[src/rtl/ooo_pkg.sv]
`default_nettype none
// ~~~~~~~~~~~~~~~~~~~~
// Shared definitions for the out-of-order slice
// ALU operation codes and the 16-bit instruction word
// ~~~~~~~~~~~~~~~~~~~~

package ooo_pkg;

    // Architectural register file size
    localparam int NUM_REGS = 8;
    localparam int REG_W    = $clog2(NUM_REGS);

    // ALU operations, low three opcode bits
    typedef enum logic [2:0] {
        ALU_ADD = 3'd0,
        ALU_SUB = 3'd1,
        ALU_AND = 3'd2,
        ALU_OR  = 3'd3,
        ALU_XOR = 3'd4,
        ALU_SLT = 3'd5
    } alu_op_e;

    // Register form: rd = rs1 op rs2
    typedef struct packed {
        logic             imm_form;
        alu_op_e          op;
        logic [REG_W-1:0] rd;
        logic [REG_W-1:0] rs1;
        logic [REG_W-1:0] rs2;
        logic [2:0]       unused;
    } instr_reg_t;

    // Immediate form: rd = rs1 op sext(imm)
    typedef struct packed {
        logic             imm_form;
        alu_op_e          op;
        logic [REG_W-1:0] rd;
        logic [REG_W-1:0] rs1;
        logic signed [5:0] imm;
    } instr_imm_t;

    // Top opcode bit picks which view applies
    typedef union packed {
        instr_reg_t r;
        instr_imm_t i;
    } instr_word_u;

endpackage

`default_nettype wire
[src/rtl/tomasulo_slice.sv]
`default_nettype none
// ~~~~~~~~~~~~~~~~~~~~
// Tomasulo issue-to-writeback slice
// Decode, stations, ALU and register file
// ~~~~~~~~~~~~~~~~~~~~

module tomasulo_slice #(
    parameter int DATA_W = 16,
    parameter int NUM_RS = 4
) (
    input  logic                          clk,
    input  logic                          reset,
    input  logic                          flush,
    input  logic                          instr_valid,
    input  ooo_pkg::instr_word_u          instr,
    output logic                          issue_stall,
    output logic                          issue_accept,
    output logic [$clog2(NUM_RS+1)-1:0]   issue_tag,
    output logic                          cdb_valid,
    output logic [$clog2(NUM_RS+1)-1:0]   cdb_tag,
    output logic [DATA_W-1:0]             cdb_value,
    output logic [ooo_pkg::REG_W-1:0]     cdb_rd
);
    localparam int TAG_W = $clog2(NUM_RS + 1);
    localparam int IDX_W = $clog2(NUM_RS);
    localparam int REG_W = ooo_pkg::REG_W;

    // Register file read port
    logic [REG_W-1:0]  rs1_idx;
    logic [REG_W-1:0]  rs2_idx;
    logic [DATA_W-1:0] rs1_value;
    logic [DATA_W-1:0] rs2_value;
    logic [TAG_W-1:0]  rs1_tag;
    logic [TAG_W-1:0]  rs2_tag;

    // Station write and rename
    logic              alloc_en;
    logic [IDX_W-1:0]  alloc_idx;
    ooo_pkg::alu_op_e  ent_op;
    logic [DATA_W-1:0] ent_vj;
    logic [DATA_W-1:0] ent_vk;
    logic [TAG_W-1:0]  ent_qj;
    logic [TAG_W-1:0]  ent_qk;
    logic [REG_W-1:0]  ent_rd;
    logic              set_en;
    logic [REG_W-1:0]  set_rd;
    logic [TAG_W-1:0]  set_tag;

    // Station state toward the ALU
    logic [NUM_RS-1:0]        busy;
    logic [NUM_RS-1:0]        ready;
    logic [NUM_RS-1:0]        consume;
    logic [NUM_RS*3-1:0]      st_op;
    logic [NUM_RS*DATA_W-1:0] st_vj;
    logic [NUM_RS*DATA_W-1:0] st_vk;
    logic [NUM_RS*REG_W-1:0]  st_rd;

    issue_decode #(.DATA_W(DATA_W), .NUM_RS(NUM_RS)) u_issue_decode (
        .clk, .reset, .instr_valid, .instr, .busy,
        .rs1_value, .rs1_tag, .rs2_value, .rs2_tag,
        .rs1_idx, .rs2_idx, .alloc_en, .alloc_idx,
        .ent_op, .ent_vj, .ent_qj, .ent_vk, .ent_qk, .ent_rd,
        .set_en, .set_rd, .set_tag,
        .issue_stall, .issue_accept, .issue_tag
    );

    regfile_writeback #(.DATA_W(DATA_W), .NUM_RS(NUM_RS)) u_regfile_writeback (
        .clk, .reset, .flush, .rs1_idx, .rs2_idx,
        .set_en, .set_rd, .set_tag,
        .cdb_valid, .cdb_tag, .cdb_value,
        .rs1_value, .rs1_tag, .rs2_value, .rs2_tag
    );

    rs_bank #(.DATA_W(DATA_W), .NUM_RS(NUM_RS)) u_rs_bank (
        .clk, .reset, .flush, .alloc_en, .alloc_idx,
        .ent_op, .ent_vj, .ent_qj, .ent_vk, .ent_qk, .ent_rd,
        .cdb_valid, .cdb_tag, .cdb_value, .consume,
        .busy, .ready, .st_op, .st_vj, .st_vk, .st_rd
    );

    alu_execute #(.DATA_W(DATA_W), .NUM_RS(NUM_RS)) u_alu_execute (
        .clk, .reset, .flush, .ready, .st_op, .st_vj, .st_vk, .st_rd,
        .consume, .cdb_valid, .cdb_tag, .cdb_value, .cdb_rd
    );

endmodule

`default_nettype wire

[src/rtl/alu_execute.sv]
`default_nettype none
// ~~~~~~~~~~~~~~~~~~~~
// Single-cycle ALU
// Dispatches the lowest ready station and drives the CDB
// ~~~~~~~~~~~~~~~~~~~~

module alu_execute #(
    parameter int DATA_W = 16,
    parameter int NUM_RS = 4
) (
    input  logic                                clk,
    input  logic                                reset,
    input  logic                                flush,
    input  logic [NUM_RS-1:0]                   ready,
    input  logic [NUM_RS*3-1:0]                 st_op,
    input  logic [NUM_RS*DATA_W-1:0]            st_vj,
    input  logic [NUM_RS*DATA_W-1:0]            st_vk,
    input  logic [NUM_RS*ooo_pkg::REG_W-1:0]    st_rd,
    output logic [NUM_RS-1:0]                   consume,
    output logic                                cdb_valid,
    output logic [$clog2(NUM_RS+1)-1:0]         cdb_tag,
    output logic [DATA_W-1:0]                   cdb_value,
    output logic [ooo_pkg::REG_W-1:0]           cdb_rd
);
    localparam int TAG_W = $clog2(NUM_RS + 1);
    localparam int IDX_W = $clog2(NUM_RS);
    localparam int REG_W = ooo_pkg::REG_W;

    logic [IDX_W-1:0]  sel;
    logic              dispatch;
    ooo_pkg::alu_op_e  op;
    logic [DATA_W-1:0] a;
    logic [DATA_W-1:0] b;
    logic [DATA_W-1:0] result;

    // Fixed priority, station 0 first
    always_comb begin
        sel = '0;
        for (int i = NUM_RS - 1; i >= 0; i--) begin
            if (ready[i])
                sel = IDX_W'(i);
        end
    end

    assign dispatch = |ready && !flush;
    assign consume  = dispatch ? (NUM_RS'(1) << sel) : '0;

    assign op = ooo_pkg::alu_op_e'(st_op[sel*3 +: 3]);
    assign a  = st_vj[sel*DATA_W +: DATA_W];
    assign b  = st_vk[sel*DATA_W +: DATA_W];

    always_comb begin
        case (op)
            ooo_pkg::ALU_ADD: result = a + b;
            ooo_pkg::ALU_SUB: result = a - b;
            ooo_pkg::ALU_AND: result = a & b;
            ooo_pkg::ALU_OR:  result = a | b;
            ooo_pkg::ALU_XOR: result = a ^ b;
            ooo_pkg::ALU_SLT: result = DATA_W'($signed(a) < $signed(b));
            default:          result = '0;
        endcase
    end

    // One-cycle broadcast, dropped by flush
    always_ff @(posedge clk) begin
        if (reset)
            cdb_valid <= 1'b0;
        else
            cdb_valid <= dispatch;
    end

    always_ff @(posedge clk) begin
        if (dispatch) begin
            cdb_tag   <= TAG_W'(sel) + TAG_W'(1);
            cdb_value <= result;
            cdb_rd    <= st_rd[sel*REG_W +: REG_W];
        end
    end

    a_consume_onehot: assert property (@(posedge clk) disable iff (reset)
        $onehot0(consume));

endmodule

`default_nettype wire

[src/rtl/rs_bank.sv]
`default_nettype none
// ~~~~~~~~~~~~~~~~~~~~
// Reservation station bank
// Holds issued entries until both operands arrive on the CDB
// ~~~~~~~~~~~~~~~~~~~~

module rs_bank #(
    parameter int DATA_W = 16,
    parameter int NUM_RS = 4
) (
    input  logic                                clk,
    input  logic                                reset,
    input  logic                                flush,
    input  logic                                alloc_en,
    input  logic [$clog2(NUM_RS)-1:0]           alloc_idx,
    input  ooo_pkg::alu_op_e                    ent_op,
    input  logic [DATA_W-1:0]                   ent_vj,
    input  logic [$clog2(NUM_RS+1)-1:0]         ent_qj,
    input  logic [DATA_W-1:0]                   ent_vk,
    input  logic [$clog2(NUM_RS+1)-1:0]         ent_qk,
    input  logic [ooo_pkg::REG_W-1:0]           ent_rd,
    input  logic                                cdb_valid,
    input  logic [$clog2(NUM_RS+1)-1:0]         cdb_tag,
    input  logic [DATA_W-1:0]                   cdb_value,
    input  logic [NUM_RS-1:0]                   consume,
    output logic [NUM_RS-1:0]                   busy,
    output logic [NUM_RS-1:0]                   ready,
    output logic [NUM_RS*3-1:0]                 st_op,
    output logic [NUM_RS*DATA_W-1:0]            st_vj,
    output logic [NUM_RS*DATA_W-1:0]            st_vk,
    output logic [NUM_RS*ooo_pkg::REG_W-1:0]    st_rd
);
    localparam int TAG_W = $clog2(NUM_RS + 1);
    localparam int IDX_W = $clog2(NUM_RS);
    localparam int REG_W = ooo_pkg::REG_W;

    for (genvar s = 0; s < NUM_RS; s++) begin : g_station
        logic              busy_q;
        logic [TAG_W-1:0]  qj_q;
        logic [TAG_W-1:0]  qk_q;
        ooo_pkg::alu_op_e  op_q;
        logic [DATA_W-1:0] vj_q;
        logic [DATA_W-1:0] vk_q;
        logic [REG_W-1:0]  rd_q;
        logic              wr;
        logic              hit_j;
        logic              hit_k;

        assign wr    = alloc_en && alloc_idx == IDX_W'(s);
        assign hit_j = cdb_valid && qj_q != '0 && qj_q == cdb_tag;
        assign hit_k = cdb_valid && qk_q != '0 && qk_q == cdb_tag;

        // Occupancy and pending tags
        always_ff @(posedge clk) begin
            if (reset || flush || consume[s]) begin
                busy_q <= 1'b0;
                qj_q   <= '0;
                qk_q   <= '0;
            end else if (wr) begin
                busy_q <= 1'b1;
                qj_q   <= ent_qj;
                qk_q   <= ent_qk;
            end else begin
                if (hit_j)
                    qj_q <= '0;
                if (hit_k)
                    qk_q <= '0;
            end
        end

        // Operand values, filled at write or from the CDB
        always_ff @(posedge clk) begin
            if (wr) begin
                op_q <= ent_op;
                vj_q <= ent_vj;
                vk_q <= ent_vk;
                rd_q <= ent_rd;
            end else begin
                if (hit_j)
                    vj_q <= cdb_value;
                if (hit_k)
                    vk_q <= cdb_value;
            end
        end

        assign busy[s]  = busy_q;
        assign ready[s] = busy_q && qj_q == '0 && qk_q == '0;
        assign st_op[s*3 +: 3]           = op_q;
        assign st_vj[s*DATA_W +: DATA_W] = vj_q;
        assign st_vk[s*DATA_W +: DATA_W] = vk_q;
        assign st_rd[s*REG_W +: REG_W]   = rd_q;
    end

    // Dispatch may only take stations with both operands present
    a_consume_ready: assert property (@(posedge clk) disable iff (reset)
        (consume & ~ready) == '0);

endmodule

`default_nettype wire

[src/rtl/regfile_writeback.sv]
`default_nettype none
// ~~~~~~~~~~~~~~~~~~~~
// Register file with producer tags
// Reads bypass the CDB, results retire by tag
// ~~~~~~~~~~~~~~~~~~~~

module regfile_writeback #(
    parameter int DATA_W = 16,
    parameter int NUM_RS = 4
) (
    input  logic                          clk,
    input  logic                          reset,
    input  logic                          flush,
    input  logic [ooo_pkg::REG_W-1:0]     rs1_idx,
    input  logic [ooo_pkg::REG_W-1:0]     rs2_idx,
    input  logic                          set_en,
    input  logic [ooo_pkg::REG_W-1:0]     set_rd,
    input  logic [$clog2(NUM_RS+1)-1:0]   set_tag,
    input  logic                          cdb_valid,
    input  logic [$clog2(NUM_RS+1)-1:0]   cdb_tag,
    input  logic [DATA_W-1:0]             cdb_value,
    output logic [DATA_W-1:0]             rs1_value,
    output logic [$clog2(NUM_RS+1)-1:0]   rs1_tag,
    output logic [DATA_W-1:0]             rs2_value,
    output logic [$clog2(NUM_RS+1)-1:0]   rs2_tag
);
    localparam int TAG_W = $clog2(NUM_RS + 1);

    logic [DATA_W-1:0] value_q [ooo_pkg::NUM_REGS];
    logic [TAG_W-1:0]  tag_q   [ooo_pkg::NUM_REGS];

    // Operand reads, a result on the CDB this cycle counts as present
    always_comb begin
        rs1_value = value_q[rs1_idx];
        rs1_tag   = tag_q[rs1_idx];
        if (cdb_valid && tag_q[rs1_idx] == cdb_tag) begin
            rs1_value = cdb_value;
            rs1_tag   = '0;
        end
        rs2_value = value_q[rs2_idx];
        rs2_tag   = tag_q[rs2_idx];
        if (cdb_valid && tag_q[rs2_idx] == cdb_tag) begin
            rs2_value = cdb_value;
            rs2_tag   = '0;
        end
    end

    always_ff @(posedge clk) begin
        for (int r = 0; r < ooo_pkg::NUM_REGS; r++) begin
            if (reset) begin
                value_q[r] <= '0;
                tag_q[r]   <= '0;
            end else if (flush) begin
                // Values kept, pending producers forgotten
                tag_q[r] <= '0;
            end else begin
                if (cdb_valid && tag_q[r] == cdb_tag)
                    value_q[r] <= cdb_value;
                // New producer from issue beats the retire clear
                if (set_en && set_rd == ooo_pkg::REG_W'(r))
                    tag_q[r] <= set_tag;
                else if (cdb_valid && tag_q[r] == cdb_tag)
                    tag_q[r] <= '0;
            end
        end
    end

    // Tag 0 means no producer, so a broadcast must name a station
    a_cdb_tag_nonzero: assert property (@(posedge clk) disable iff (reset)
        cdb_valid |-> cdb_tag != '0);

endmodule

`default_nettype wire

[src/rtl/issue_decode.sv]
`default_nettype none
// ~~~~~~~~~~~~~~~~~~~~
// Issue decode
// Builds a station entry and claims the lowest free station
// ~~~~~~~~~~~~~~~~~~~~

module issue_decode #(
    parameter int DATA_W = 16,
    parameter int NUM_RS = 4
) (
    input  logic                          clk,
    input  logic                          reset,
    input  logic                          instr_valid,
    input  ooo_pkg::instr_word_u          instr,
    input  logic [NUM_RS-1:0]             busy,
    input  logic [DATA_W-1:0]             rs1_value,
    input  logic [$clog2(NUM_RS+1)-1:0]   rs1_tag,
    input  logic [DATA_W-1:0]             rs2_value,
    input  logic [$clog2(NUM_RS+1)-1:0]   rs2_tag,
    output logic [ooo_pkg::REG_W-1:0]     rs1_idx,
    output logic [ooo_pkg::REG_W-1:0]     rs2_idx,
    output logic                          alloc_en,
    output logic [$clog2(NUM_RS)-1:0]     alloc_idx,
    output ooo_pkg::alu_op_e              ent_op,
    output logic [DATA_W-1:0]             ent_vj,
    output logic [$clog2(NUM_RS+1)-1:0]   ent_qj,
    output logic [DATA_W-1:0]             ent_vk,
    output logic [$clog2(NUM_RS+1)-1:0]   ent_qk,
    output logic [ooo_pkg::REG_W-1:0]     ent_rd,
    output logic                          set_en,
    output logic [ooo_pkg::REG_W-1:0]     set_rd,
    output logic [$clog2(NUM_RS+1)-1:0]   set_tag,
    output logic                          issue_stall,
    output logic                          issue_accept,
    output logic [$clog2(NUM_RS+1)-1:0]   issue_tag
);
    localparam int TAG_W = $clog2(NUM_RS + 1);
    localparam int IDX_W = $clog2(NUM_RS);
    localparam int IMM_W = 6;

    // Lowest free station
    always_comb begin
        alloc_idx = '0;
        for (int i = NUM_RS - 1; i >= 0; i--) begin
            if (!busy[i])
                alloc_idx = IDX_W'(i);
        end
    end

    assign issue_stall  = &busy;
    assign issue_accept = instr_valid && !issue_stall;
    assign issue_tag    = TAG_W'(alloc_idx) + TAG_W'(1);

    assign rs1_idx = instr.r.rs1;
    assign rs2_idx = instr.r.rs2;

    assign alloc_en = issue_accept;
    assign ent_op   = instr.r.op;
    assign ent_rd   = instr.r.rd;
    assign ent_vj   = rs1_value;
    assign ent_qj   = rs1_tag;

    // Immediate form replaces the second source
    always_comb begin
        if (instr.r.imm_form) begin
            ent_vk = {{(DATA_W - IMM_W){instr.i.imm[IMM_W-1]}}, instr.i.imm};
            ent_qk = '0;
        end else begin
            ent_vk = rs2_value;
            ent_qk = rs2_tag;
        end
    end

    // Rename destination to the new station
    assign set_en  = issue_accept;
    assign set_rd  = instr.r.rd;
    assign set_tag = issue_tag;

    // Allocation must land on a free station
    a_alloc_free: assert property (@(posedge clk) disable iff (reset)
        alloc_en |-> !busy[alloc_idx]);

endmodule

`default_nettype wire

[config.mk]
export PLATFORM = sky130hd
export DESIGN_NAME = tomasulo_slice
export DESIGN_NICKNAME = d
export VERILOG_FILES = /design/src/rtl/ooo_pkg.sv /design/src/rtl/tomasulo_slice.sv /design/src/rtl/alu_execute.sv /design/src/rtl/rs_bank.sv /design/src/rtl/regfile_writeback.sv /design/src/rtl/issue_decode.sv
export SDC_FILE = /design/constraint.sdc
export NUM_CORES = 1
export LEC_CHECK = 0
export ABC_AREA = 1
export BUFFER_PORTS_ARGS = -buffer_cell sky130_fd_sc_hd__buf_2
export CORE_UTILIZATION = 45
export CTS_CLUSTER_DIAMETER = 40
export DETAILED_ROUTE_END_ITERATION = 8
export GPL_TIMING_DRIVEN = 0
export SLEW_MARGIN = 30
export SYNTH_ARGS = -nofsm -noshare
export SYNTH_HDL_FRONTEND = slang
export SYNTH_SLANG_ARGS = --single-unit
[constraint.sdc]
create_clock -name clk -period 9.3 [get_ports clk]
set_input_delay 1.86 -clock clk [delete_from_list [all_inputs] [get_ports clk]]
set_output_delay 1.86 -clock clk [all_outputs]
set_load 0.01 [all_outputs]
# [Word level (Yosys, flattened, before mapping)]
# Memory sizes are Yosys's and may differ from the RTL's.
# Cells that the tools add are included.
[totals] out_inout_bits=28 n_memories=2 ramBits=152 ff_bits=203 elab_cells=378 inputBits=20
[mem_list] memory="u_regfile_writeback.value_q" words=8 word_bits=16 read_ports=2 rd_ports_with_merged_regs=0 write_ports=8 line="regfile_writeback.sv:29" rtl="logic [DATA_W-1:0] value_q [ooo_pkg::NUM_REGS];"
[mem_list] memory="u_regfile_writeback.tag_q" words=8 word_bits=3 read_ports=10 rd_ports_with_merged_regs=0 write_ports=8 line="regfile_writeback.sv:30" rtl="logic [TAG_W-1:0] tag_q [ooo_pkg::NUM_REGS];"
[op_classes] n_reduce_logical=84 n_mul=1 n_eq_ne=33 n_lt_le_gt_ge=1 n_mux=181 shift=5 bitwise_logic=35 n_addsub=4
[op_table] operator="two-way mux 16 bit" n=27
[op_table] operator="two-way mux 3 bit" n=43
[op_table] operator="indexed part select 64 x 7 -> 16 bit" n=2
[op_table] operator="two-way mux 1 bit" n=101
[op_table] operator="case mux 16 bit (6 select lines)" n=1
[op_table] operator="equality test 3 bit" n=18
[op_table] operator="logical AND 1 bit" n=48
[op_table] operator="bitwise OR 1 bit" n=32
[op_table] operator="zero test 3 bit" n=10
[op_table] operator="nonzero test 3 bit" n=8
[op_table] operator="indexed part select 12 x 5 -> 3 bit" n=2
[op_table] operator="equality test 3 bit (second input constant)" n=6
[op_table] operator="adder 16 bit" n=1
[op_table] operator="bitwise AND 16 bit" n=1
[op_table] operator="less-than comparator 16 bit" n=1
[op_table] operator="two-way mux 2 bit" n=8
[op_table] operator="bitwise OR 16 bit" n=1
[op_table] operator="nonzero test 2 bit" n=8
[op_table] operator="subtractor 16 bit" n=1
[op_table] operator="XOR 16 bit" n=1
[op_table] operator="equality test 3 x 2 -> 1 bit (second input constant)" n=4
[op_table] operator="adder 2 x 1 -> 3 bit (second input constant)" n=2
[op_table] operator="equality test 3 x 1 -> 1 bit (second input constant)" n=2
[op_table] operator="logical OR 1 bit" n=5
[op_table] operator="other kinds (9)" n=11

# [Longest topological paths before layout]
[depth] depth_word=11 ltp_mapped=27 depth_no_buf=26

# [Hierarchy]
# A second synthesis with hierarchy kept.
[unflattened] hier_cells=2885 area_unflattened_um2=22549.1
[modules_own_cells] module="regfile_writeback" instances=1 cells_per_inst=1192 area_per_inst_um2=9190.1 seq_area_each_um2=4564.4
[modules_own_cells] module="rs_bank" instances=1 cells_per_inst=663 area_per_inst_um2=7289.5 seq_area_each_um2=5124.9
[modules_own_cells] module="alu_execute" instances=1 cells_per_inst=931 area_per_inst_um2=5500.3 seq_area_each_um2=680.7
[modules_own_cells] module="issue_decode" instances=1 cells_per_inst=99 area_per_inst_um2=569.3 seq_area_each_um2=0.0

# [Least setup slack after synthesis]
# OpenSTA, ideal clock, no wires.
[synth_path] path_kind="input to output" start="input instr_valid" end="output issue_accept" t_arrival_ps=2197 path_buffers=0 path_slack_ps=5243 path_stages=2 required_time_ps=7440 cell_sequence="inv_1 > nor2_1"
[synth_between] elab_chain_cells=1
[synth_rtl] element="start: declaration" line="tomasulo_slice.sv:14" rtl="input logic instr_valid,"
[synth_rtl] element="logical AND 1 bit" line="issue_decode.sv:51" rtl="assign issue_accept = instr_valid && !issue_stall;"
[synth_rtl] element="end: declaration" line="tomasulo_slice.sv:17" rtl="output logic issue_accept,"
# Every way passes these cells.

# [Worst setup path after layout]
[layout_path] start="register u_rs_bank.g_station[1].qj_q[0]" end="register u_alu_execute.cdb_value[13], data pin"
[layout_between] elab_chain_cells=9 elab_cells_between_ends=21 cone_classes="2 x add/sub; 1 x mul; 5 x eq/ne; 3 x shift; 3 x mux; 3 x bitwise; 4 x reduce/logical"
[layout_rtl] element="start: declaration" line="rs_bank.sv:39" rtl="logic [TAG_W-1:0] qj_q;"
[layout_rtl] element="start signal: assignment" line="rs_bank.sv:61" rtl="qj_q <= ent_qj;"
[layout_rtl] element="zero test 3 bit *" line="rs_bank.sv:87" rtl="assign ready[s] = busy_q && qj_q == '0 && qk_q == '0;"
[layout_rtl] element="logical AND 1 bit * (2 in a row)" line="rs_bank.sv:87"
[layout_rtl] element="two-way mux 2 bit * (2 in a row)" line="alu_execute.sv:40" rtl="if (ready[i])"
[layout_rtl] element="branches (longest 3 deep; another with subtractor 16 bit)"
[layout_rtl] element="case mux 16 bit (6 select lines) *" line="alu_execute.sv:53" rtl="case (op)"
[layout_rtl] element="net u_alu_execute.result[13]" line="alu_execute.sv:34" rtl="logic [DATA_W-1:0] result;"
[layout_rtl] element="end signal: assignment" line="alu_execute.sv:75" rtl="cdb_value <= result;"
[layout_rtl] element="end: declaration" line="alu_execute.sv:22" rtl="output logic [DATA_W-1:0] cdb_value,"
# Mark *: on every way through the listed nets, which the timed path passes.
# A chain may end at the register's enable or synchronous reset.

==> results.sh <==
export IMPL_pin_count=48
export IMPL_grt_pass1_vias=19200
export IMPL_hpwl_um=57000
export IMPL_p_leak_nw=10.2
export IMPL_endpoint="u_alu_execute.cdb_value[13]"
export IMPL_reg2reg_from="u_rs_bank.g_station[1].qj_q[0]"
export IMPL_ys_warn_count=0
export IMPL_maxCapViolations=0
export IMPL_die_h_um=222
export IMPL_p_clk_share_pct=49.2
export IMPL_syn_area_um2=21800
export IMPL_ctsResizeCount=0
export IMPL_drtPass1Iterations=5
export IMPL_core_um2=47700
export IMPL_die_w_um=222
export IMPL_cts_tree="built"
export IMPL_cts_buffer_depth=3
export IMPL_crit_path_start_kind="flop"
export IMPL_end_kind="flop"
export IMPL_clk_latency_ps=620
export IMPL_setup_viol=0
export IMPL_ys_seq_area_share_pct=47.5
export IMPL_clock_skew_ps=34.7
export IMPL_slew_headroom_pct=38.4
export IMPL_overflow=0
export IMPL_whs_ps=487
export IMPL_period_share_pct=56.1
export IMPL_post_cts_buffers=0
export IMPL_synth_distinct_cells=55
export IMPL_yosys_area_top_type="edfxtp_1"
export IMPL_cts_hold_buf=0
export IMPL_p_per_area_nw_per_um2=196
export IMPL_seq_power_share_pct=37.0
export IMPL_htreeDepth=3
export IMPL_max_freq_mhz=192
export IMPL_antenna_cells=0
export IMPL_netlist_instances=2619
export IMPL_path_class="reg -> reg"
export IMPL_drtIter0Drc=2389
export IMPL_syn2layout_area_growth_pct=15.2
export IMPL_rsz0062_at_grt="false"
export IMPL_power_mw=4.94
export IMPL_netlist_top_cells_count="nand2_1 (525), nor2_1 (454), edfxtp_1 (326)"
export IMPL_combPwrFrac_pct=13.7
export IMPL_layout_drive_gt1_share_pct=12.0
export IMPL_synth_edff_count=326
export IMPL_vias=19900
export IMPL_grt_pass1_wl_um=117000
export IMPL_antenna_found_initial=1
export IMPL_synth_flop_cell="edfxtp_1"
export IMPL_required_ps=9670
export IMPL_grt_start_max_net_pins=18
export IMPL_nets=2816
export IMPL_timing_critical_path_fanout_max=10
export IMPL_stdcell_count=3398
export IMPL_via_per_inst=5.87
export IMPL_clock_tree_root_cell="clkbuf_16"
export IMPL_drc=0
export IMPL_switchingPower_mw=1.40
export IMPL_yosys_top_cells_area="edfxtp_1 (45%), nand2_1 (9.0%), nor2_1 (7.8%)"
export IMPL_start_util_pct=45.7
export IMPL_routabilityCongestion=0.956
export IMPL_cts_buffers_inserted=66
export IMPL_clkSlewWorstSetupHoldPaths_ps=60
export IMPL_ff2ff_setup_slack_ps=4080
export IMPL_dieArea_um2=49400
export IMPL_grt_use_total_pct=31.7
export IMPL_synthMostInstantiatedCell="nand2_1"
export IMPL_startpoint="u_rs_bank.g_station[1].qj_q[0]"
export IMPL_drt_total_wl_um=78800
export IMPL_yosysTopAreaCellShare_pct=44.9
export IMPL_vdd_drop_max_mv=0.138
export IMPL_rr_worst_depth=23
export IMPL_crit_arrival_ps=5590
export IMPL_cts_sinks=355
export IMPL_netSwitchingFraction_pct=28.3
export IMPL_min_period_ps=5220
export IMPL_run_status="completed"
export IMPL_antenna_left=0
export IMPL_placedCellCount=3280
export IMPL_synth_seq_cells=355
export IMPL_p_int_mw=3.54
export IMPL_slew_violations=0
export IMPL_async_reset_ff_share_pct=0
export IMPL_r2r_end="u_alu_execute.cdb_value[13]"
export IMPL_setup_tns_ps=0
export IMPL_num_rows=80
export IMPL_min_delay_path_depth=2
export IMPL_worst_pin_slew_ps=925
export IMPL_port_buffers=44
export IMPL_syn_area_per_cell_um2=8.33
export IMPL_synth_fp_nets=2702
export IMPL_finalHoldViolCount=0
export IMPL_wl_per_cell_um=23.2
export IMPL_hp_class="reg -> reg"
export IMPL_fin_util_pct=52.7
==> state kept, by name (all words and copies together) (netlist names), 3 cells and up <==
register and cells:
u_alu_execute.cdb_rd 3, u_alu_execute.cdb_tag 3, u_alu_execute.cdb_value 16, u_regfile_writeback.tag_q 24, u_regfile_writeback.value_q 128, u_rs_bank.g_station.busy_q 4
u_rs_bank.g_station.op_q 12, u_rs_bank.g_station.qj_q 12, u_rs_bank.g_station.qk_q 12, u_rs_bank.g_station.rd_q 12, u_rs_bank.g_station.vj_q 64, u_rs_bank.g_station.vk_q 64
==> worst max-delay path, stage by stage (launching register included) <==
cell      delay, ps
dfxtp_1         360
nor3_4          320
nand4_1         260
nand2_2         200
nand2_4         120
buf_4           220
clkbuf_1        260
or2_1           280
a32oi_1         540
inv_1           180
ha_1            350
inv_1            80
nand2_1          50
o21ai_0         650
nand3_1         160
nand2_1         210
nand2_1          70
nand2_1         110
nand2_1          60
nand2_1          70
xor2_1          210
nor2_1           70
nor2_1           90
nand2_1          60
==> power by group through the flow <==
| stage | logic (mW) | clock network (mW) | registers [mW] |
|---|---|---|---|
| 4_1_cts | 0.666 | 2.44 | 1.83 |
| 3_5_place_dp | 0.662 | 0 | 1.86 |
| 5_1_grt | 0.738 | 2.51 | 1.83 |
| 3_3_place_gp | 0.654 | 0 | 1.86 |
| 2_1_floorplan | 0.441 | 0 | 1.85 |
| 6_report | 0.677 | 2.43 | 1.83 |
==> layout make-up <==
class	count	area [um2]
Fill cell	4461	22600
Sequential cell	355	10400
Multi-Input combinational cell	1898	9930
Clock buffer	71	1690
Inverter	210	788
Buffer	156	786
Tap cell	615	769
Clock inverter	47	537
Timing Repair Buffer	46	275
==> kinds of logic (layout without fill, tap and decap cells) <==
group / after synthesis / after routing / share of synthesized area (%)
adder cells (fa/ha/maj): 63 / 63 / 3.68
AND/OR/NAND/NOR: 1373 / 1373 / 28.2
flip-flops: 355 / 355 / 47.5
AO/OA/AOI/OAI: 415 / 415 / 11.5
XOR/XNOR: 47 / 47 / 1.92
buffers and inverters: 366 / 530 / 7.21
==> layer usage <==
layer | GRT usage [%] | vias up | part of all wire, %
met2 | 52.7 | 1072 | 48
li1 | - | 9175 | -
met5 | 0 | - | 0
met3 | 5.69 | 199 | 9.0
met1 | 41.2 | 9488 | 40
met4 | 12.1 | 0 | 3.3
==> worst min path at each step <==
| stage | startpoint | to | slack (ps) |
|---|---|---|---|
| floorplan | u_rs_bank.g_station[3].qj_q[2] | u_rs_bank.g_station[3].qj_q[2] | 460 |
| global placement | u_rs_bank.g_station[3].qj_q[2] | u_rs_bank.g_station[3].qj_q[2] | 480 |
| detailed placement | u_rs_bank.g_station[3].qj_q[2] | u_rs_bank.g_station[3].qj_q[2] | 480 |
| CTS | u_rs_bank.g_station[3].qj_q[2] | u_rs_bank.g_station[3].qj_q[2] | 490 |
| global route | u_rs_bank.g_station[3].qj_q[2] | u_rs_bank.g_station[3].qj_q[2] | 510 |
| finish | u_rs_bank.g_station[3].qj_q[2] | u_rs_bank.g_station[3].qj_q[2] | 490 |
==> layout by cell type (no fill, tap or decap), drive strengths merged <==
| cell | count |
|---|---|
| a21boi | 2 |
| a21o | 2 |
| a21oi | 97 |
| a22oi | 1 |
| a31oi | 2 |
| a32oi | 28 |
| and2 | 2 |
| buf | 120 |
| bufinv | 8 |
| clkbuf | 153 |
| clkinv | 45 |
| clkinvlp | 10 |
| dfxtp | 29 |
| edfxtp | 326 |
| fa | 2 |
| ha | 61 |
| inv | 194 |
| nand2 | 565 |
| nand3 | 210 |
| nand3b | 5 |
| nand4 | 64 |
| nor2 | 457 |
| nor3 | 12 |
| nor4 | 5 |
| o2111ai | 2 |
| o211a | 1 |
| o211ai | 6 |
| o21ai | 192 |
| o21bai | 5 |
| o221ai | 48 |
| o22ai | 23 |
| o31ai | 3 |
| o32ai | 3 |
| or2 | 53 |
| xnor2 | 21 |
| xor2 | 26 |
==> through the flow <==
| stage | cell area (um2) | setup slack, ps |
|---|---|---|
| final | 25100 | 4080 |
| after global routing | 25100 | 3780 |
| after CTS | 25100 | 4170 |
| after detailed placement | 22900 | 4190 |
| after global placement | 22800 | 4280 |
| after floorplan | 21800 | 5240 |
Power figures use the tool's default switching activity.
